[src/scc_pkg.sv]
package scc_pkg;

	localparam int REG_W = 8; // Every SCC register is a byte
	localparam int IDX_W = 4; // Pointer reaches 0 to 15

	typedef logic [REG_W-1:0] reg_byte_t;
	typedef logic [IDX_W-1:0] reg_idx_t;

	// Write register numbers
	localparam reg_idx_t WR0_IDX  = 4'd0;
	localparam reg_idx_t WR1_IDX  = 4'd1;
	localparam reg_idx_t WR2_IDX  = 4'd2;
	localparam reg_idx_t WR9_IDX  = 4'd9;
	localparam reg_idx_t WR15_IDX = 4'd15;

	// Read register numbers
	localparam reg_idx_t RR0_IDX  = 4'd0;
	localparam reg_idx_t RR1_IDX  = 4'd1;
	localparam reg_idx_t RR2_IDX  = 4'd2;
	localparam reg_idx_t RR3_IDX  = 4'd3;
	localparam reg_idx_t RR15_IDX = 4'd15;
	localparam int ALIAS_BIT = 2; // 4..7 fold onto 0..3, 11 onto 15

	// WR0 command field, bits 5..3
	localparam logic [2:0] CMD_POINT_HIGH = 3'b001;
	localparam logic [2:0] CMD_RESET_EXT  = 3'b010;

	// WR9 reset field, bits 7..6
	localparam logic [1:0] RST_CHAN_B = 2'b01;
	localparam logic [1:0] RST_CHAN_A = 2'b10;
	localparam logic [1:0] RST_FULL   = 2'b11;

	localparam reg_byte_t WR15_RESET_VAL = 8'hF8;
	localparam reg_byte_t WR1_KEEP_MASK  = 8'h24; // Bits 5 and 2 survive channel reset
	localparam reg_byte_t RR1_IDLE_VAL   = 8'h07; // All sent, residue 011
	localparam reg_byte_t RR0_BASE_VAL   = 8'h44; // Tx empty, Tx underrun
	localparam reg_byte_t RR15_MASK      = 8'hFA; // Bits 2 and 0 read as zero
	localparam int RR0_DCD_BIT = 3;

	localparam int WR15_DCD_IE_BIT = 3;
	localparam int WR1_EXT_IE_BIT  = 0;
	localparam int WR9_MIE_BIT     = 3; // Master interrupt enable
	localparam int WR9_VIS_BIT     = 4; // Vector includes status

	// Vector status codes
	localparam logic [2:0] VEC_EXT_A = 3'b101;
	localparam logic [2:0] VEC_EXT_B = 3'b001;
	localparam logic [2:0] VEC_NONE  = 3'b011;

	// One decoded register write
	typedef struct packed {
		logic      write;
		logic      chan_a;
		reg_idx_t  idx;
		reg_byte_t data;
	} wr_cmd_t;

	// One-cycle reset pulses
	typedef struct packed {
		logic full;
		logic chan_a;
		logic chan_b;
		logic ext_a;
		logic ext_b;
	} reset_cmd_t;

	// Channel state seen by later stages
	typedef struct packed {
		reg_byte_t wr15;
		logic      dcd_view;
		logic      ext_pending;
		reg_byte_t wr1;
	} chan_status_t;

endpackage

[src/scc_bus_decode.sv]
`timescale 1ns/1ps

module scc_bus_decode import scc_pkg::*; (
	input  logic       sysclk,
	input  logic       reset,
	input  logic       cs,
	input  logic       we,
	input  logic [1:0] rs,      // [1] data/ctl, [0] A/B
	input  reg_byte_t  wdata,
	output wr_cmd_t    wr_cmd,
	output reset_cmd_t rst_cmd,
	output reg_idx_t   ptr
);

	logic       ctl_acc;
	logic       ctl_wr;
	logic       wr0_wr;
	logic       wr9_wr;
	logic [1:0] rst_code;
	logic       ext_cmd;
	logic       full_hit;

	assign ctl_acc  = cs & ~rs[1];          // Control port read or write
	assign ctl_wr   = ctl_acc & we;
	assign wr0_wr   = ctl_wr & (ptr == WR0_IDX);
	assign wr9_wr   = ctl_wr & (ptr == WR9_IDX);
	assign rst_code = wdata[7:6];
	assign ext_cmd  = wr0_wr & (wdata[5:3] == CMD_RESET_EXT);
	assign full_hit = wr9_wr & (rst_code == RST_FULL);

	// Register pointer
	always_ff @(posedge sysclk or posedge reset) begin
		if (reset) begin
			ptr <= '0;
		end else if (ctl_acc) begin
			if (wr0_wr) begin
				ptr <= {wdata[5:3] == CMD_POINT_HIGH, wdata[2:0]}; // Point high adds 8
			end else begin
				ptr <= '0; // Back to WR0 after any other access
			end
		end
	end

	// Write command and reset pulses
	always_ff @(posedge sysclk or posedge reset) begin
		if (reset) begin
			wr_cmd  <= '0;
			rst_cmd <= '0;
		end else begin
			wr_cmd.write   <= ctl_wr;
			wr_cmd.chan_a  <= rs[0];
			wr_cmd.idx     <= ptr;   // Pointer before this edge
			wr_cmd.data    <= wdata;
			rst_cmd.full   <= full_hit;
			// Full reset also hits both channels
			rst_cmd.chan_a <= full_hit | (wr9_wr & (rst_code == RST_CHAN_A));
			rst_cmd.chan_b <= full_hit | (wr9_wr & (rst_code == RST_CHAN_B));
			rst_cmd.ext_a  <= ext_cmd & rs[0];
			rst_cmd.ext_b  <= ext_cmd & ~rs[0];
		end
	end

endmodule

[src/scc_channel.sv]
`timescale 1ns/1ps

module scc_channel import scc_pkg::*; #(
	parameter bit IS_A = 1'b1 // Channel A when set
) (
	input  logic         sysclk,
	input  logic         reset,
	input  wr_cmd_t      wr_cmd,
	input  logic         chan_rst,  // Channel reset, includes full
	input  logic         full_rst,
	input  logic         ext_rst,   // Reset ext/status interrupts
	input  logic         dcd,       // Async pin
	output chan_status_t status
);

	reg_byte_t wr1;
	reg_byte_t wr15;
	logic      dcd_s1;
	logic      dcd_s2;
	logic      dcd_latch;
	logic      latch_open;
	logic      ext_pending;
	logic      wr_hit;
	logic      dcd_ie;
	logic      do_latch;

	assign wr_hit = wr_cmd.write & (wr_cmd.chan_a == IS_A);
	assign dcd_ie = wr15[WR15_DCD_IE_BIT];

	// Close latch on an enabled DCD change
	assign do_latch = latch_open & dcd_ie & (dcd_s2 != dcd_latch);

	always_ff @(posedge sysclk or posedge reset) begin
		if (reset) begin
			wr1 <= '0;
		end else if (chan_rst) begin
			wr1 <= wr1 & WR1_KEEP_MASK;
		end else if (wr_hit && wr_cmd.idx == WR1_IDX) begin
			wr1 <= wr_cmd.data;
		end
	end

	always_ff @(posedge sysclk or posedge reset) begin
		if (reset) begin
			wr15 <= WR15_RESET_VAL;
		end else if (full_rst) begin
			wr15 <= WR15_RESET_VAL;
		end else if (wr_hit && wr_cmd.idx == WR15_IDX) begin
			wr15 <= wr_cmd.data;
		end
	end

	// Two-flop synchronizer
	always_ff @(posedge sysclk or posedge reset) begin
		if (reset) begin
			dcd_s1 <= 1'b0;
			dcd_s2 <= 1'b0;
		end else begin
			dcd_s1 <= dcd;
			dcd_s2 <= dcd_s1;
		end
	end

	// Ext/status latch and pending flag
	always_ff @(posedge sysclk or posedge reset) begin
		if (reset) begin
			latch_open  <= 1'b1;
			dcd_latch   <= 1'b0;
			ext_pending <= 1'b0;
		end else begin
			if (do_latch) dcd_latch <= dcd_s2;
			if (full_rst || ext_rst) begin
				latch_open  <= 1'b1; // Reopen, track live again
				ext_pending <= 1'b0;
			end else if (do_latch) begin
				latch_open <= 1'b0;
				if (wr1[WR1_EXT_IE_BIT]) ext_pending <= 1'b1;
			end
		end
	end

	assign status.wr15        = wr15;
	assign status.dcd_view    = dcd_ie ? dcd_latch : dcd_s2; // Frozen while IE set
	assign status.ext_pending = ext_pending;
	assign status.wr1         = wr1;

endmodule

[src/scc_int_ctrl.sv]
`timescale 1ns/1ps

module scc_int_ctrl import scc_pkg::*; (
	input  logic         sysclk,
	input  logic         reset,
	input  wr_cmd_t      wr_cmd,
	input  chan_status_t stat_a,
	input  chan_status_t stat_b,
	output logic         irq_n,
	output logic [2:0]   vec_status,
	output reg_byte_t    wr2,
	output reg_byte_t    wr9
);

	logic [5:0] wr9_q;  // Reset command bits not kept
	logic       any_ip;

	// WR2 vector, shared by both channels
	always_ff @(posedge sysclk or posedge reset) begin
		if (reset) begin
			wr2 <= '0;
		end else if (wr_cmd.write && wr_cmd.idx == WR2_IDX) begin
			wr2 <= wr_cmd.data;
		end
	end

	// WR9 low bits, hardware reset only
	always_ff @(posedge sysclk or posedge reset) begin
		if (reset) begin
			wr9_q <= '0;
		end else if (wr_cmd.write && wr_cmd.idx == WR9_IDX) begin
			wr9_q <= wr_cmd.data[5:0];
		end
	end

	assign wr9 = {2'b00, wr9_q};

	// A outranks B
	always_comb begin
		if (stat_a.ext_pending) begin
			vec_status = VEC_EXT_A;
		end else if (stat_b.ext_pending) begin
			vec_status = VEC_EXT_B;
		end else begin
			vec_status = VEC_NONE;
		end
	end

	assign any_ip = stat_a.ext_pending | stat_b.ext_pending;
	assign irq_n  = ~(wr9_q[WR9_MIE_BIT] & any_ip); // Open drain style, low active

endmodule

[src/scc_read_mux.sv]
`timescale 1ns/1ps

module scc_read_mux import scc_pkg::*; (
	input  reg_idx_t     ptr,
	input  logic [1:0]   rs,
	input  chan_status_t stat_a,
	input  chan_status_t stat_b,
	input  reg_byte_t    wr2,
	input  reg_byte_t    wr9,
	input  logic [2:0]   vec_status,
	output reg_byte_t    rdata
);

	chan_status_t sel;
	reg_idx_t     eff_idx;
	reg_byte_t    rr0;
	reg_byte_t    rr2_b;
	reg_byte_t    rr3_a;

	assign sel = rs[0] ? stat_a : stat_b;

	// Aliases: 4..7 to 0..3, 11 to 15, others land on zero reads
	always_comb begin
		eff_idx = ptr;
		eff_idx[ALIAS_BIT] = ptr[3];
	end

	always_comb begin
		rr0 = RR0_BASE_VAL;
		rr0[RR0_DCD_BIT] = sel.dcd_view;
	end

	// Status low or high, reversed when VIS set
	assign rr2_b = wr9[WR9_VIS_BIT] ?
		{wr2[7], vec_status[0], vec_status[1], vec_status[2], wr2[3:0]} :
		{wr2[7:4], vec_status, wr2[0]};

	assign rr3_a = {4'b0000, stat_a.ext_pending, 2'b00, stat_b.ext_pending};

	always_comb begin
		rdata = '0;
		if (!rs[1]) begin // Data port reads zero
			case (eff_idx)
				RR0_IDX:  rdata = rr0;
				RR1_IDX:  rdata = RR1_IDLE_VAL;
				RR2_IDX:  rdata = rs[0] ? wr2 : rr2_b;
				RR3_IDX:  rdata = rs[0] ? rr3_a : '0; // Chan B reads zero
				RR15_IDX: rdata = sel.wr15 & RR15_MASK;
				default:  rdata = '0;
			endcase
		end
	end

endmodule

[src/scc_top.sv]
`timescale 1ns/1ps

module scc_top import scc_pkg::*; (
	input  logic       sysclk,
	input  logic       reset,
	input  logic       cs,
	input  logic       we,
	input  logic [1:0] rs,
	input  reg_byte_t  wdata,
	output reg_byte_t  rdata,
	output logic       irq_n,
	input  logic       dcd_a,  // Mouse quadrature on a Mac
	input  logic       dcd_b
);

	wr_cmd_t      wr_cmd;
	reset_cmd_t   rst_cmd;
	reg_idx_t     ptr;
	chan_status_t stat_a;
	chan_status_t stat_b;
	logic [2:0]   vec_status;
	reg_byte_t    wr2;
	reg_byte_t    wr9;

	scc_bus_decode scc_bus_decode_inst (
		.sysclk(sysclk), .reset(reset), .cs(cs), .we(we), .rs(rs), .wdata(wdata),
		.wr_cmd(wr_cmd), .rst_cmd(rst_cmd), .ptr(ptr)
	);

	scc_channel #(.IS_A(1'b1)) scc_channel_a (
		.sysclk(sysclk), .reset(reset), .wr_cmd(wr_cmd),
		.chan_rst(rst_cmd.chan_a), .full_rst(rst_cmd.full), .ext_rst(rst_cmd.ext_a),
		.dcd(dcd_a), .status(stat_a)
	);

	scc_channel #(.IS_A(1'b0)) scc_channel_b (
		.sysclk(sysclk), .reset(reset), .wr_cmd(wr_cmd),
		.chan_rst(rst_cmd.chan_b), .full_rst(rst_cmd.full), .ext_rst(rst_cmd.ext_b),
		.dcd(dcd_b), .status(stat_b)
	);

	scc_int_ctrl scc_int_ctrl_inst (
		.sysclk(sysclk), .reset(reset), .wr_cmd(wr_cmd), .stat_a(stat_a), .stat_b(stat_b),
		.irq_n(irq_n), .vec_status(vec_status), .wr2(wr2), .wr9(wr9)
	);

	// Combinational read back, pointer before the strobe edge
	scc_read_mux scc_read_mux_inst (
		.ptr(ptr), .rs(rs), .stat_a(stat_a), .stat_b(stat_b), .wr2(wr2), .wr9(wr9),
		.vec_status(vec_status), .rdata(rdata)
	);

endmodule

[config.mk]
export PLATFORM = sky130hd
export DESIGN_NAME = scc_top
export DESIGN_NICKNAME = d
export VERILOG_FILES = /design/src/scc_pkg.sv /design/src/scc_bus_decode.sv /design/src/scc_channel.sv /design/src/scc_int_ctrl.sv /design/src/scc_read_mux.sv /design/src/scc_top.sv
export SDC_FILE = /design/constraint.sdc
export NUM_CORES = 1
export LEC_CHECK = 0
export ABC_AREA = 0
export BUFFER_PORTS_ARGS = -buffer_cell sky130_fd_sc_hd__buf_2
export CELL_PAD_IN_SITES_DETAIL_PLACEMENT = 1
export CELL_PAD_IN_SITES_GLOBAL_PLACEMENT = 1
export CORE_UTILIZATION = 30
export DETAILED_ROUTE_END_ITERATION = 16
export PLACE_DENSITY = 0.66
export RECOVER_POWER = 50
export SLEW_MARGIN = 20
export SYNTH_ARGS = -nofsm -noshare
export SYNTH_HDL_FRONTEND = slang
export SYNTH_HIERARCHICAL = 1
export SYNTH_SLANG_ARGS = --single-unit
[constraint.sdc]
create_clock -name sysclk -period 1.3 [get_ports sysclk]
set_input_delay 0.065 -clock sysclk [delete_from_list [all_inputs] [get_ports sysclk]]
set_output_delay 0.065 -clock sysclk [all_outputs]
set_load 0.02 [all_outputs]
==> results.md <==
- Drt total wl: 7628 um
- Synth warnings: 6
- Global-route wire length before repair: 12340 um
- GRT Total Usage: 17.16%
- Mapped Area: 0.002748 sq mm
- Antenna Diode Count: 0
- Hold crit path type: in2reg
- Layout cells sized above 1: 49.03%
- Cell Pwr Density: 1193 mW/mm^2
- Number of global-route vias before repair: 2357
- Reported max-cap violation count: 0
- Die width: 97.70 um
- Core area: 0.008806 sq mm
- Clk_lat worst skew: 0.33 ns
- Design area: 0.003894 sq mm
- Critical path class: reg2out
- Worst Path Max Fanout: 2
- Clock Path Buffers: 2
- Router iterations before antenna repair: 10
- Via count: 2051
- Vias per cell: 4.907
- Minimum period implied by the final worst setup slack: 1.995 ns
- Clock transition at path regs: 0.06 ns
- CTS tree: yes
- IO Port Bufs: 24
- DR DRC count: 3
- Nets: 322
- Die area: 0.009545 sq mm
- Setup repair after global routing missed its margin: yes
- Worst clock skew: 0.007606 ns
- First DRT Iteration DRCs: 70
- H-tree Lvls: 3
- Mean Syn Cell Area: 12.05 sq um
- IO Pins: 25
- Int Pwr: 3.359 mW
- Total CTS buffers: 9
- Relative slew margins: 58.11%
- Failing checks: DRC, setup timing
- Clock share of power: 30.7%
- Placer Congestion: 0.7814
- Worst setup margin: -0.6946 ns
- Pleak: 1.719 nW
- FP Rows: 34
- Hold slack final: 0.1736 ns
- Initial Utilization: 31.20%
- Mapped Nets: 244
- Antenna violations before repair: 0
- Placed Area: 0.003231 sq mm
- Gate power share: 23.2%
- Pins over their slew limit: 0
- Hold Fails Final Rpt: 0
- Final Core Density: 44.22%
- Worst EP required: 1.24 ns
- # setup viols final: 25
- Total congestion overflow: 0
- Post-DRT Antenna Nets: 0
- Sequential Power Share: 46.1%
- Net Sw Frac: 27.68%
- Largest net degree at the start of global routing: 29
- Wire per inst: 18.25 um
- Die Span Y: 97.70 um
- Worst Setup End Kind: primary output
- Worst slew pin tran: 0.6284 ns
- Root Buffer: clkbuf_8
- NetSw: 1.286 mW
- Outcome: complete, but fails checks
- Ratio of final minimum period to clock period: 153.4%
- Fmax: 0.5014 GHz
- Cells after Synth: 228
- Area growth, synth to finish: 41.71%
- VDD IR-drop max: 0.4216 mV
- Number of clock sinks: 57
- Worst setup SP type: register
- HPWL after DPL: 5071 um
- Worst path arrival time: 1.93 ns
-- worst paths after layout --
check                      cells past startpoint                                       end  slack [ns]                                    from
setup reg to reg                               6    scc_bus_decode_inst/ptr[3]$_DFFE_PP0P_       -0.34  scc_bus_decode_inst/ptr[0]$_DFFE_PP0P_
hold / removal                                 4    scc_bus_decode_inst/ptr[3]$_DFFE_PP0P_        0.17                                      cs
min in group asynchronous                      3      scc_int_ctrl_inst/wr2[7]$_DFFE_PP0P_        0.30                                   reset
setup / recovery                               6                                  rdata[3]       -0.69       scc_channel_a/wr15[3]$_DFFE_PP1P_
max in group asynchronous                      4  scc_bus_decode_inst/wr_cmd[11]$_DFF_PP0_        0.37                                   reset
hold reg to reg                                0            scc_channel_b/dcd_s2$_DFF_PP0_        0.35          scc_channel_b/dcd_s1$_DFF_PP0_
-- cell usage in the layout (no fill, tap or decap), types with 5 or more instances in the layout --
cell type / n
nand2_1: 6
mux2i_1: 23
nor2_1: 23
dfrtp_2: 6
dfstp_2: 12
dlygate4sd3_1: 12
clkbuf_8: 11
buf_6: 20
nor2_4: 5
inv_1: 7
buf_4: 32
nand2b_1: 9
clkbuf_1: 15
nand3_1: 5
mux2_4: 13
nor4_4: 6
dfrtp_1: 39
mux2_2: 5
-- per-layer routing --
layer | vias to the layer above | global-route usage (%) | share of wire (%) | wire length (um)
met5 | - | 0 | 0 | 0
li1 | 942 | - | - | -
met1 | 1052 | 21.01 | 44 | 3372
met2 | 38 | 28.64 | 50 | 3816
met4 | 0 | 7.809 | 3.3 | 249
met3 | 19 | 4.173 | 2.5 | 189
-- final cells by class --
| cell class | instances | area, sq um |
|---|---|---|
| inverter | 8 | 30.03 |
| multi-input combinational | 148 | 1421 |
| fill | 924 | 4912 |
| sequential | 57 | 1449 |
| timing repair buffer | 82 | 691.9 |
| clock buffer | 15 | 166.4 |
| tap | 108 | 135.1 |
-- state kept, by name, summed over array words and instances (netlist names), 2 cells and up --
register                     count
scc_channel_b/wr15               6
scc_int_ctrl_inst/wr9_q          2
scc_bus_decode_inst/wr_cmd      14
scc_channel_a/wr15               6
scc_int_ctrl_inst/wr2            8
scc_bus_decode_inst/rst_cmd      5
scc_bus_decode_inst/ptr          4
-- critical path: stages (launching register included) --
cell and delay, ns:
dfstp_2 0.54, mux2_4 0.31, mux2i_4 0.17, nor3_2 0.05, a31oi_1 0.23, a221oi_2 0.11, buf_4 0.18
-- power by group through the flow --
stage          sequential [mW]  clock, mW  combinational (mW)
6_report                  2.14       1.43                1.08
5_1_grt                   2.16       1.54                1.16
4_1_cts                   2.13       1.48                1.01
3_5_place_dp              2.16          0               0.802
3_3_place_gp              2.15          0               0.782
2_1_floorplan             2.14          0               0.530
-- repair_timing --
item	CTS	global route
pin swaps	13	11
setup endpoints to repair	22	31
buffers inserted	8	7
resized for setup	55	17
endpoints found under the hold margin	63	0
hold buffers	12	0
-- stage by stage --
stage | TNS [ns] | cells | total power, mW | setup WS (ns)
6_report | -4.993 | 418 | 4.645 | -0.6946
2_1_floorplan | -0.4477 | 228 | 2.668 | -0.1529
5_1_grt | -6.603 | 418 | 4.854 | -0.7667
3_5_place_dp | -0.9447 | 378 | 2.958 | -0.3445
4_1_cts | -4.057 | 412 | 4.626 | -0.5836
3_3_place_gp | -0.7168 | 378 | 2.928 | -0.3276
Note: power is estimated with default switching activity, not from simulation.
